`src/logic/id_pkg.sv`:
```
`default_nettype none

package id_pkg;

	typedef logic [31:0] word_t;
	typedef logic [4:0]  reg_addr_t;

	localparam reg_addr_t LINK_REG = 5'd31;

	// primary opcodes
	localparam logic [5:0] OP_SPECIAL = 6'b000000;
	localparam logic [5:0] OP_REGIMM  = 6'b000001;
	localparam logic [5:0] OP_J       = 6'b000010;
	localparam logic [5:0] OP_JAL     = 6'b000011;
	localparam logic [5:0] OP_BEQ     = 6'b000100;
	localparam logic [5:0] OP_BNE     = 6'b000101;
	localparam logic [5:0] OP_BLEZ    = 6'b000110;
	localparam logic [5:0] OP_BGTZ    = 6'b000111;
	localparam logic [5:0] OP_ADDI    = 6'b001000;
	localparam logic [5:0] OP_ADDIU   = 6'b001001;
	localparam logic [5:0] OP_SLTI    = 6'b001010;
	localparam logic [5:0] OP_SLTIU   = 6'b001011;
	localparam logic [5:0] OP_ANDI    = 6'b001100;
	localparam logic [5:0] OP_ORI     = 6'b001101;
	localparam logic [5:0] OP_XORI    = 6'b001110;
	localparam logic [5:0] OP_LUI     = 6'b001111;
	localparam logic [5:0] OP_LB      = 6'b100000;
	localparam logic [5:0] OP_LH      = 6'b100001;
	localparam logic [5:0] OP_LW      = 6'b100011;
	localparam logic [5:0] OP_SB      = 6'b101000;
	localparam logic [5:0] OP_SH      = 6'b101001;
	localparam logic [5:0] OP_SW      = 6'b101011;

	// function field of SPECIAL
	localparam logic [5:0] FN_JR   = 6'b001000;
	localparam logic [5:0] FN_JALR = 6'b001001;
	localparam logic [5:0] FN_ADD  = 6'b100000;
	localparam logic [5:0] FN_ADDU = 6'b100001;
	localparam logic [5:0] FN_SUB  = 6'b100010;
	localparam logic [5:0] FN_SUBU = 6'b100011;
	localparam logic [5:0] FN_AND  = 6'b100100;
	localparam logic [5:0] FN_OR   = 6'b100101;
	localparam logic [5:0] FN_XOR  = 6'b100110;
	localparam logic [5:0] FN_NOR  = 6'b100111;
	localparam logic [5:0] FN_SLT  = 6'b101010;
	localparam logic [5:0] FN_SLTU = 6'b101011;

	// rt sub-codes of REGIMM, rs/rt of the unconditional forms
	localparam logic [4:0] RT_BLTZ   = 5'b00000;
	localparam logic [4:0] RT_BGEZ   = 5'b00001;
	localparam logic [4:0] RT_BLTZAL = 5'b10000;
	localparam logic [4:0] RT_BGEZAL = 5'b10001;
	localparam logic [4:0] RS_BAL    = 5'b00000;
	localparam logic [4:0] RS_B      = 5'b00000;
	localparam logic [4:0] RT_B      = 5'b00000;

	typedef enum logic [7:0] {
		ALU_NOP    = 8'h00,
		ALU_OR     = 8'h01,
		ALU_AND    = 8'h02,
		ALU_XOR    = 8'h03,
		ALU_NOR    = 8'h04,
		ALU_ORI    = 8'h05,
		ALU_ANDI   = 8'h06,
		ALU_XORI   = 8'h07,
		ALU_LUI    = 8'h08,
		ALU_ADD    = 8'h10,
		ALU_ADDU   = 8'h11,
		ALU_SUB    = 8'h12,
		ALU_SUBU   = 8'h13,
		ALU_ADDI   = 8'h14,
		ALU_ADDIU  = 8'h15,
		ALU_SLT    = 8'h18,
		ALU_SLTU   = 8'h19,
		ALU_SLTI   = 8'h1a,
		ALU_SLTIU  = 8'h1b,
		ALU_LB     = 8'h20,
		ALU_LH     = 8'h21,
		ALU_LW     = 8'h23,
		ALU_SB     = 8'h28,
		ALU_SH     = 8'h29,
		ALU_SW     = 8'h2b,
		ALU_J      = 8'h30,
		ALU_JAL    = 8'h31,
		ALU_JR     = 8'h32,
		ALU_JALR   = 8'h33,
		ALU_B      = 8'h40,
		ALU_BAL    = 8'h41,
		ALU_BEQ    = 8'h42,
		ALU_BNE    = 8'h43,
		ALU_BGTZ   = 8'h44,
		ALU_BLEZ   = 8'h45,
		ALU_BLTZ   = 8'h46,
		ALU_BLTZAL = 8'h47,
		ALU_BGEZ   = 8'h48,
		ALU_BGEZAL = 8'h49
	} alu_op_e;

	// zero encodings double as "nothing" in a bubble
	typedef enum logic [1:0] {
		OPND2_NONE = 2'd0,
		OPND2_REG  = 2'd1,
		OPND2_ZIMM = 2'd2,
		OPND2_SIMM = 2'd3
	} opnd2_sel_e;

	typedef enum logic [3:0] {
		BR_NONE = 4'd0,
		BR_J    = 4'd1,
		BR_JR   = 4'd2,
		BR_B    = 4'd3,
		BR_BEQ  = 4'd4,
		BR_BNE  = 4'd5,
		BR_BGTZ = 4'd6,
		BR_BLEZ = 4'd7,
		BR_BLTZ = 4'd8,
		BR_BGEZ = 4'd9
	} branch_kind_e;

	typedef struct packed {
		logic      rd1_en;
		logic      rd2_en;
		reg_addr_t rd1_addr;
		reg_addr_t rd2_addr;
	} rf_read_t;

	// result held by a later stage
	typedef struct packed {
		logic      wreg;
		reg_addr_t waddr;
		word_t     wdata;
	} wb_src_t;

	typedef struct packed {
		rf_read_t     rf;
		alu_op_e      alu_op;
		opnd2_sel_e   opnd2_sel;
		logic         store;
		reg_addr_t    waddr;
		logic         wreg;
		branch_kind_e br_kind;
		logic         link;
	} dec_ctrl_t;

	typedef struct packed {
		logic  taken;
		word_t target;
	} branch_t;

	typedef struct packed {
		alu_op_e   alu_op;
		word_t     opnd1;
		word_t     opnd2;
		reg_addr_t waddr;
		logic      wreg;
		word_t     inst;
		word_t     return_addr;
	} id_ex_t;

	localparam id_ex_t ID_EX_BUBBLE = '0;

	function automatic logic is_load(input alu_op_e op);
		return (op == ALU_LW) || (op == ALU_LH) || (op == ALU_LB);
	endfunction

endpackage

`default_nettype wire

```
`src/logic/inst_decoder.sv`:
```
`default_nettype none

module inst_decoder (
	input  wire id_pkg::word_t     inst_i,
	output id_pkg::dec_ctrl_t      ctrl_o
);

	import id_pkg::*;

	logic [5:0] opcode;
	logic [5:0] funct;
	logic [4:0] rs;
	logic [4:0] rt;
	logic [4:0] rd;

	assign opcode = inst_i[31:26];
	assign rs     = inst_i[25:21];
	assign rt     = inst_i[20:16];
	assign rd     = inst_i[15:11];
	assign funct  = inst_i[5:0];

	// operation for the opcodes that need no sub-code
	function automatic alu_op_e opcode_op(input logic [5:0] op);
		case (op)
			OP_ORI:   return ALU_ORI;
			OP_ANDI:  return ALU_ANDI;
			OP_XORI:  return ALU_XORI;
			OP_LUI:   return ALU_LUI;
			OP_ADDI:  return ALU_ADDI;
			OP_ADDIU: return ALU_ADDIU;
			OP_SLTI:  return ALU_SLTI;
			OP_SLTIU: return ALU_SLTIU;
			OP_LB:    return ALU_LB;
			OP_LH:    return ALU_LH;
			OP_LW:    return ALU_LW;
			OP_SB:    return ALU_SB;
			OP_SH:    return ALU_SH;
			OP_SW:    return ALU_SW;
			OP_J:     return ALU_J;
			OP_JAL:   return ALU_JAL;
			OP_BNE:   return ALU_BNE;
			OP_BGTZ:  return ALU_BGTZ;
			OP_BLEZ:  return ALU_BLEZ;
			default:  return ALU_NOP;
		endcase
	endfunction

	function automatic alu_op_e funct_op(input logic [5:0] fn);
		case (fn)
			FN_AND:  return ALU_AND;
			FN_OR:   return ALU_OR;
			FN_XOR:  return ALU_XOR;
			FN_NOR:  return ALU_NOR;
			FN_ADD:  return ALU_ADD;
			FN_ADDU: return ALU_ADDU;
			FN_SUB:  return ALU_SUB;
			FN_SUBU: return ALU_SUBU;
			FN_SLT:  return ALU_SLT;
			FN_SLTU: return ALU_SLTU;
			FN_JR:   return ALU_JR;
			FN_JALR: return ALU_JALR;
			default: return ALU_NOP;
		endcase
	endfunction

	always_comb begin
		ctrl_o = '0;
		case (opcode)
			OP_SPECIAL: begin
				ctrl_o.alu_op = funct_op(funct);
				if (ctrl_o.alu_op == ALU_JR || ctrl_o.alu_op == ALU_JALR) begin
					ctrl_o.rf.rd1_en   = 1'b1;
					ctrl_o.rf.rd1_addr = rs;
					ctrl_o.br_kind     = BR_JR;
					// jalr links into rd, not r31
					ctrl_o.link  = (funct == FN_JALR);
					ctrl_o.waddr = ctrl_o.link ? rd : '0;
					ctrl_o.wreg  = ctrl_o.link;
				end else if (ctrl_o.alu_op != ALU_NOP) begin
					ctrl_o.rf        = '{rd1_en: 1'b1, rd2_en: 1'b1, rd1_addr: rs, rd2_addr: rt};
					ctrl_o.opnd2_sel = OPND2_REG;
					ctrl_o.waddr     = rd;
					ctrl_o.wreg      = 1'b1;
				end
			end
			OP_REGIMM: begin
				case (rt)
					RT_BLTZ: begin
						ctrl_o.alu_op  = ALU_BLTZ;
						ctrl_o.br_kind = BR_BLTZ;
					end
					RT_BGEZ: begin
						ctrl_o.alu_op  = ALU_BGEZ;
						ctrl_o.br_kind = BR_BGEZ;
					end
					RT_BLTZAL: begin
						ctrl_o.alu_op  = ALU_BLTZAL;
						ctrl_o.br_kind = BR_BLTZ;
						ctrl_o.link    = 1'b1;
					end
					RT_BGEZAL: begin
						ctrl_o.link = 1'b1;
						if (rs == RS_BAL) begin
							ctrl_o.alu_op  = ALU_BAL;
							ctrl_o.br_kind = BR_B;
						end else begin
							ctrl_o.alu_op  = ALU_BGEZAL;
							ctrl_o.br_kind = BR_BGEZ;
						end
					end
					default: ;
				endcase
				// bal tests nothing
				if (ctrl_o.br_kind != BR_NONE && ctrl_o.br_kind != BR_B) begin
					ctrl_o.rf.rd1_en   = 1'b1;
					ctrl_o.rf.rd1_addr = rs;
				end
				if (ctrl_o.link) begin
					ctrl_o.waddr = LINK_REG;
					ctrl_o.wreg  = 1'b1;
				end
			end
			OP_J, OP_JAL: begin
				ctrl_o.alu_op  = opcode_op(opcode);
				ctrl_o.br_kind = BR_J;
				ctrl_o.link    = (opcode == OP_JAL);
				ctrl_o.waddr   = ctrl_o.link ? LINK_REG : '0;
				ctrl_o.wreg    = ctrl_o.link;
			end
			OP_BEQ, OP_BNE: begin
				if (opcode == OP_BEQ && rs == RS_B && rt == RT_B) begin
					// beq r0, r0 is the unconditional b
					ctrl_o.alu_op  = ALU_B;
					ctrl_o.br_kind = BR_B;
				end else begin
					ctrl_o.alu_op    = (opcode == OP_BEQ) ? ALU_BEQ : opcode_op(opcode);
					ctrl_o.br_kind   = (opcode == OP_BEQ) ? BR_BEQ : BR_BNE;
					ctrl_o.rf        = '{rd1_en: 1'b1, rd2_en: 1'b1, rd1_addr: rs, rd2_addr: rt};
					ctrl_o.opnd2_sel = OPND2_REG;
				end
			end
			OP_BGTZ, OP_BLEZ: begin
				ctrl_o.alu_op      = opcode_op(opcode);
				ctrl_o.br_kind     = (opcode == OP_BGTZ) ? BR_BGTZ : BR_BLEZ;
				ctrl_o.rf.rd1_en   = 1'b1;
				ctrl_o.rf.rd1_addr = rs;
			end
			OP_ORI, OP_ANDI, OP_XORI, OP_LUI,
			OP_ADDI, OP_ADDIU, OP_SLTI, OP_SLTIU,
			OP_LB, OP_LH, OP_LW: begin
				ctrl_o.alu_op = opcode_op(opcode);
				// lui has no source register
				ctrl_o.rf.rd1_en   = (opcode != OP_LUI);
				ctrl_o.rf.rd1_addr = (opcode != OP_LUI) ? rs : '0;
				// logical forms zero-extend
				if (opcode inside {OP_ORI, OP_ANDI, OP_XORI, OP_LUI})
					ctrl_o.opnd2_sel = OPND2_ZIMM;
				else
					ctrl_o.opnd2_sel = OPND2_SIMM;
				ctrl_o.waddr = rt;
				ctrl_o.wreg  = 1'b1;
			end
			OP_SB, OP_SH, OP_SW: begin
				ctrl_o.alu_op    = opcode_op(opcode);
				ctrl_o.rf        = '{rd1_en: 1'b1, rd2_en: 1'b1, rd1_addr: rs, rd2_addr: rt};
				ctrl_o.opnd2_sel = OPND2_REG;
				ctrl_o.store     = 1'b1;
			end
			default: ;
		endcase
	end

endmodule

`default_nettype wire

```
`src/logic/operand_forward.sv`:
```
`default_nettype none

module operand_forward (
	input  wire id_pkg::reg_addr_t rd_addr_i,
	input  wire                    rd_en_i,
	input  wire id_pkg::word_t     rf_data_i,
	input  wire id_pkg::wb_src_t   ex_src_i,
	input  wire id_pkg::wb_src_t   mem_src_i,
	input  wire id_pkg::alu_op_e   ex_alu_op_i,
	output id_pkg::word_t          opnd_o,
	output logic                   hazard_o
);

	import id_pkg::*;

	logic ex_hit;
	logic mem_hit;
	logic load_hit;

	// r0 is hardwired, never forwarded
	assign ex_hit  = ex_src_i.wreg && (ex_src_i.waddr != '0) && (ex_src_i.waddr == rd_addr_i);
	assign mem_hit = mem_src_i.wreg && (mem_src_i.waddr != '0) && (mem_src_i.waddr == rd_addr_i);

	// load result is not ready until after mem
	assign load_hit = is_load(ex_alu_op_i) && (ex_src_i.waddr != '0)
		&& (ex_src_i.waddr == rd_addr_i);

	always_comb begin
		opnd_o   = '0;
		hazard_o = 1'b0;
		if (rd_en_i) begin
			hazard_o = load_hit;
			if (ex_hit)
				opnd_o = ex_src_i.wdata;
			else if (mem_hit)
				opnd_o = mem_src_i.wdata;
			else
				opnd_o = rf_data_i;
		end
	end

endmodule

`default_nettype wire

```
`src/logic/branch_resolve.sv`:
```
`default_nettype none

module branch_resolve (
	input  wire id_pkg::branch_kind_e kind_i,
	input  wire                       link_i,
	input  wire id_pkg::word_t        pc_i,
	input  wire id_pkg::word_t        inst_i,
	input  wire id_pkg::word_t        opnd1_i,
	input  wire id_pkg::word_t        opnd2_i,
	input  wire                       stall_i,
	output id_pkg::branch_t           branch_o,
	output id_pkg::word_t             return_addr_o
);

	import id_pkg::*;

	word_t pc_plus_4;
	word_t pc_plus_8;
	word_t j_target;
	word_t b_target;
	word_t target;
	logic  cond_taken;

	assign pc_plus_4 = pc_i + 32'd4;
	assign pc_plus_8 = pc_i + 32'd8;

	// region of the delay slot plus 26-bit index
	assign j_target = {pc_plus_4[31:28], inst_i[25:0], 2'b00};
	assign b_target = pc_plus_4 + {{14{inst_i[15]}}, inst_i[15:0], 2'b00};

	always_comb begin
		case (kind_i)
			BR_J:    target = j_target;
			BR_JR:   target = opnd1_i;
			default: target = b_target;
		endcase
	end

	always_comb begin
		case (kind_i)
			BR_J, BR_JR, BR_B: cond_taken = 1'b1;
			BR_BEQ:            cond_taken = (opnd1_i == opnd2_i);
			BR_BNE:            cond_taken = (opnd1_i != opnd2_i);
			BR_BGTZ:           cond_taken = ($signed(opnd1_i) > 32'sd0);
			BR_BLEZ:           cond_taken = ($signed(opnd1_i) <= 32'sd0);
			BR_BLTZ:           cond_taken = opnd1_i[31];
			BR_BGEZ:           cond_taken = !opnd1_i[31];
			default:           cond_taken = 1'b0;
		endcase
	end

	// operands may be stale while stalled, so hold the redirect back
	assign branch_o.taken  = cond_taken && !stall_i;
	assign branch_o.target = branch_o.taken ? target : '0;

	// jal and jalr are always taken, so they always link
	assign return_addr_o = (link_i && cond_taken) ? pc_plus_8 : '0;

endmodule

`default_nettype wire

```
`src/logic/id_ex_reg.sv`:
```
`default_nettype none

module id_ex_reg (
	input  wire                 clk,
	input  wire                 reset_i,
	input  wire                 stall_i,
	input  wire id_pkg::id_ex_t d_i,
	output id_pkg::id_ex_t      q_o
);

	import id_pkg::*;

	// a stalled instruction is replayed, so ex gets a bubble
	always_ff @(posedge clk) begin
		if (reset_i || stall_i) begin
			q_o <= ID_EX_BUBBLE;
		end else begin
			q_o <= d_i;
		end
	end

endmodule

`default_nettype wire

```
`src/logic/id_stage.sv`:
```
`default_nettype none

module id_stage (
	input  wire                   clk,
	input  wire                   reset_i,
	input  wire id_pkg::word_t    pc_i,
	input  wire id_pkg::word_t    inst_i,
	input  wire id_pkg::word_t    rf_data1_i,
	input  wire id_pkg::word_t    rf_data2_i,
	input  wire id_pkg::wb_src_t  ex_src_i,
	input  wire id_pkg::wb_src_t  mem_src_i,
	input  wire id_pkg::alu_op_e  ex_alu_op_i,
	output id_pkg::rf_read_t      rf_read_o,
	output id_pkg::branch_t       branch_o,
	output logic                  stall_o,
	output id_pkg::id_ex_t        id_ex_o
);

	import id_pkg::*;

	dec_ctrl_t ctrl;
	word_t     opnd1_fwd;
	word_t     opnd2_fwd;
	word_t     zimm;
	word_t     simm;
	word_t     return_addr;
	logic      hazard1;
	logic      hazard2;
	id_ex_t    id_ex_d;

	inst_decoder u_dec (
		.inst_i (inst_i),
		.ctrl_o (ctrl)
	);

	assign rf_read_o = ctrl.rf;

	operand_forward fwd1 (
		.rd_en_i     (ctrl.rf.rd1_en),
		.rd_addr_i   (ctrl.rf.rd1_addr),
		.rf_data_i   (rf_data1_i),
		.ex_src_i    (ex_src_i),
		.mem_src_i   (mem_src_i),
		.ex_alu_op_i (ex_alu_op_i),
		.opnd_o      (opnd1_fwd),
		.hazard_o    (hazard1)
	);

	operand_forward fwd2 (
		.rd_en_i     (ctrl.rf.rd2_en),
		.rd_addr_i   (ctrl.rf.rd2_addr),
		.rf_data_i   (rf_data2_i),
		.ex_src_i    (ex_src_i),
		.mem_src_i   (mem_src_i),
		.ex_alu_op_i (ex_alu_op_i),
		.opnd_o      (opnd2_fwd),
		.hazard_o    (hazard2)
	);

	assign stall_o = hazard1 | hazard2;

	branch_resolve u_br (
		.kind_i        (ctrl.br_kind),
		.link_i        (ctrl.link),
		.pc_i          (pc_i),
		.inst_i        (inst_i),
		.opnd1_i       (opnd1_fwd),
		.opnd2_i       (opnd2_fwd),
		.stall_i       (stall_o),
		.branch_o      (branch_o),
		.return_addr_o (return_addr)
	);

	assign zimm = {16'h0000, inst_i[15:0]};
	assign simm = {{16{inst_i[15]}}, inst_i[15:0]};

	always_comb begin
		id_ex_d.alu_op = ctrl.alu_op;
		// stores carry the effective address; lui reads nothing so opnd1 is zero
		id_ex_d.opnd1 = ctrl.store ? (opnd1_fwd + simm) : opnd1_fwd;
		case (ctrl.opnd2_sel)
			OPND2_REG:  id_ex_d.opnd2 = opnd2_fwd;
			OPND2_ZIMM: id_ex_d.opnd2 = zimm;
			OPND2_SIMM: id_ex_d.opnd2 = simm;
			default:    id_ex_d.opnd2 = '0;
		endcase
		id_ex_d.waddr = ctrl.waddr;
		id_ex_d.wreg  = ctrl.wreg;
		// unknown encodings travel as a plain bubble
		id_ex_d.inst        = (ctrl.alu_op == ALU_NOP) ? '0 : inst_i;
		id_ex_d.return_addr = return_addr;
	end

	id_ex_reg u_id_ex (
		.clk     (clk),
		.reset_i (reset_i),
		.stall_i (stall_o),
		.d_i     (id_ex_d),
		.q_o     (id_ex_o)
	);

endmodule

`default_nettype wire

```
`config.mk`:
```
export PLATFORM = sky130hd
export DESIGN_NAME = id_stage
export DESIGN_NICKNAME = d
export VERILOG_FILES = /design/src/logic/id_pkg.sv /design/src/logic/inst_decoder.sv /design/src/logic/operand_forward.sv /design/src/logic/branch_resolve.sv /design/src/logic/id_ex_reg.sv /design/src/logic/id_stage.sv
export SDC_FILE = /design/constraint.sdc
export NUM_CORES = 1
export LEC_CHECK = 0
export BUFFER_PORTS_ARGS = -buffer_cell sky130_fd_sc_hd__buf_4
export CELL_PAD_IN_SITES_DETAIL_PLACEMENT = 1
export CELL_PAD_IN_SITES_GLOBAL_PLACEMENT = 2
export CORE_ASPECT_RATIO = 0.75
export CORE_MARGIN = 3
export CORE_UTILIZATION = 34
export CTS_BUF_LIST = sky130_fd_sc_hd__clkbuf_8 sky130_fd_sc_hd__clkbuf_16
export DETAILED_ROUTE_END_ITERATION = 6
export PLACE_DENSITY_LB_ADDON = 0.1
export SYNTH_ARGS = -nofsm -noshare
export SYNTH_HDL_FRONTEND = slang
export SYNTH_HIERARCHICAL = 1
export SYNTH_SLANG_ARGS = --single-unit
```
`constraint.sdc`:
```
create_clock -name clk -period 12.4 [get_ports clk]
set_input_delay 1.24 -clock clk [delete_from_list [all_inputs] [get_ports clk]]
set_output_delay 1.24 -clock clk [all_outputs]
set_load 0.01 [all_outputs]
```
==> results.cfg <==
[pwr]
power_frac_seq_pct = 31.0
vdd_ir_drop_max_mv = 0.0996
p_comb_share_pct = 35.2
cellPowerDensity_nw_per_um2 = 85.5
p_clk_share_pct = 33.8
p_leak_nw = 7.86
swShare_pct = 37.9
p_int_mw = 0.951
power.net_switching_mw = 0.581

[final_layout]
nNetsFinal = 2271
nFillCells = 4879
final-instance-count-excl-fill = 2557
drive_gt1_share_pct = 31.3
largest_reg_flops = 142
top_register = u_id_ex/q_o
top_regs = u_id_ex/q_o: 142 flops
area_growth_pct = 26.0

[synth]
synth-adder-area-share_pct = 6.62
synth_top_area_share_pct = 20.0
synth_cells = 1663
yosysMostFrequentCell = dfxtp_1
synth_compound_area_share_pct = 22.5
ys_seq_area_share_pct = 20.0
syn_nets = 1951
synth.area.mux_share_pct = 6.76
yosysTopAreaCell = dfxtp_1
synthDistinctLibCells = 91
yosys.area_share.simple_pct = 29.1
synth_area_per_cell_um2 = 8.55
ys.warnings.count = 6
synth_top_family_by_area = simple AND/OR/NAND/NOR gates
synth_ff_type = dfxtp_1
netlist_top_cells_count = dfxtp_1 (142), nor2_1 (108), a21oi_1 (82), nand2_1 (80), nor3b_2 (80)
synthXorXnorAreaFrac_pct = 8.68
synth_area_um2 = 14200
synth_seq_cells = 142
synth_area_leaders = dfxtp_1 (20%), nor3b_2 (7.0%), ha_1 (6.3%)
synthArstFlopShare_pct = 0
synth_edf_count = 0

[detailed_routing]
first_pass_iters = 7
drt-initial-drc-count = 1042
ant_nets = 0
routed_wl_um = 69200
wl_per_cell_um = 27.1
drc = 0
via_per_inst = 5.83
vias = 14900

[place]
routabilityCongestion = 0.906
io_buffers = 401
dp_hpwl_um = 54300
dpl.cell_count = 2525

[min_path]
hold_end = u_id_ex/q_o[3]$_SDFF_PP0_
worst_hold_path_type = primary input to flop
whs_path_depth = 3
hp-start = pc_i[3]

[worst_setup_path]
setup.worst_path.start = inst_i[27]
path_class = primary input to output port
end_kind = output port
worstPathRequired_ns = 11.16
crit_fanout = 19
start_kind = primary input
cp.arrival_ns = 9.31

[global_route]
grt_pass1_vias = 15000
grt_pass1_wl_um = 101000
gr-total-overflow = 0
grt_start_max_net_pins = 108
antenna_found_initial = 1
track_usage_pct = 30.3

[cts]
root_buffer = clkbuf_16
postCtsHoldBufs = 0
cts.reportedPaths.clkPinSlew_ns = 0.06
numCtsBuffers = 17
cts_sinks = 142
clockBufferDepth = 2
postCtsSetupBuffers = 0
htreeDepth = 4
cts_tree = done
cts_resized = 0

[die]
fp.dieH_um = 183
pin_count = 402
core.rowCount = 64
die-area_um2 = 44300
core_um2 = 41000
initial_core_util_pct = 34.7
die_w_um = 242

[timing]
setup_viol = 0
fin_tns_setup_ns = 0
slew_headroom_pct = 5.87
fin_crit_sh_pct = 85.1
rsz0062_at_grt = no
fmax_mhz = 94.8
worst_slew_pin_slew_ns = 1.41
finalCriticalPeriod_ns = 10.55
drv_slew = 0
hold_viol = 0

[status]
status = completed

[flow_run]
maxCapViolCount = 0
-- per-stage QoR --
step	instance area [µm²]	power, mW	setup slack, ns	hold slack, ns	utilization, %
after floorplan	14200	0.783	5.26	1.43	-
after global placement	17400	1.01	2.17	1.58	42.4
after detailed placement	17400	1.01	2.05	1.58	42.4
after CTS	17900	1.54	2.07	1.08	43.7
after global routing	17900	1.60	1.49	1.11	43.7
final	17900	1.53	1.85	1.11	43.7
-- cell families after synthesis --
| family | Yosys count |
|---|---|
| AO/OA/AOI/OAI | 418 |
| adder cells (fa/ha/maj) | 74 |
| flip-flops | 142 |
| XOR/XNOR | 141 |
| buffers and inverters | 161 |
| other | 1 |
| AND/OR/NAND/NOR | 633 |
| multiplexers | 93 |
-- area by class of cell --
type                       instances  area (µm²)  area share, %
tap                              561         702           3.92
multi-input combinational       1360       10500           58.6
clock inverter                    14         125          0.698
antenna                            1        2.50         0.0140
sequential                       142        2840           15.9
inverter                          38         143          0.796
timing repair buffer             424        3190           17.8
clock buffer                      17         425           2.37
-- cells in the final DEF, fill, tap and decap left out, types with 24 or more instances in the layout --
cell type,instances
nor3_1,33
mux2_2,24
o21ai_0,40
o2bb2ai_1,42
and2_1,40
nor4_1,29
nor3b_2,80
nor3b_1,63
inv_1,38
nor2_1,107
mux2i_1,69
a21o_1,45
nand3_1,43
xor2_1,79
and3_1,24
ha_1,72
dfxtp_1,142
xnor2_1,62
a22oi_1,27
buf_4,423
a21oi_1,82
nand4_1,28
nand2_1,80
-- per-layer routing --
metal | global-route usage, % | wire length [µm] | vias up
met5 | 0 | 0 | -
met4 | 8.46 | 1550 | 0
li1 | - | - | 6857
met1 | 44.5 | 34200 | 7451
met3 | 5.19 | 3930 | 66
met2 | 45.3 | 29500 | 521
-- power by group through the flow --
stage               Clock [mW]  Sequential, mW  Combinational (mW)
CTS                      0.531           0.474               0.531
global placement             0           0.485               0.526
global route             0.548           0.476               0.578
detailed placement           0           0.485               0.527
finish                   0.518           0.474               0.540
floorplan                    0           0.491               0.292
-- critical path, stage by stage --
cell and delay, ns:
buf_4 0.14, inv_1 0.15, ha_1 0.53, nor3_1 0.12, nand4b_1 0.41, o211a_1 0.31, a31oi_1 0.47, xor2_1 0.14
nor3_1 0.19, and4_2 0.72, buf_4 0.42, mux2i_1 0.13, o2bb2ai_1 1.09, xor2_1 0.22, nor4_1 0.76, nand4_1 0.20
o21ai_0 0.20, nand3_1 0.42, nand2b_1 0.63, buf_4 0.34, nor2_1 0.08, a211o_1 0.23, buf_4 0.14
-- how the worst max path moves through the flow --
stage                    to  slack, ns  depth (start not counted)
6_report       branch_o[30]       1.85                         23
3_3_place_gp   branch_o[30]       2.17                         23
2_1_floorplan  branch_o[10]       5.26                         20
3_5_place_dp   branch_o[30]       2.05                         23
4_1_cts        branch_o[30]       2.07                         23
5_1_grt        branch_o[30]       1.49                         23
No activity file was read; power rests on OpenSTA's default activity.
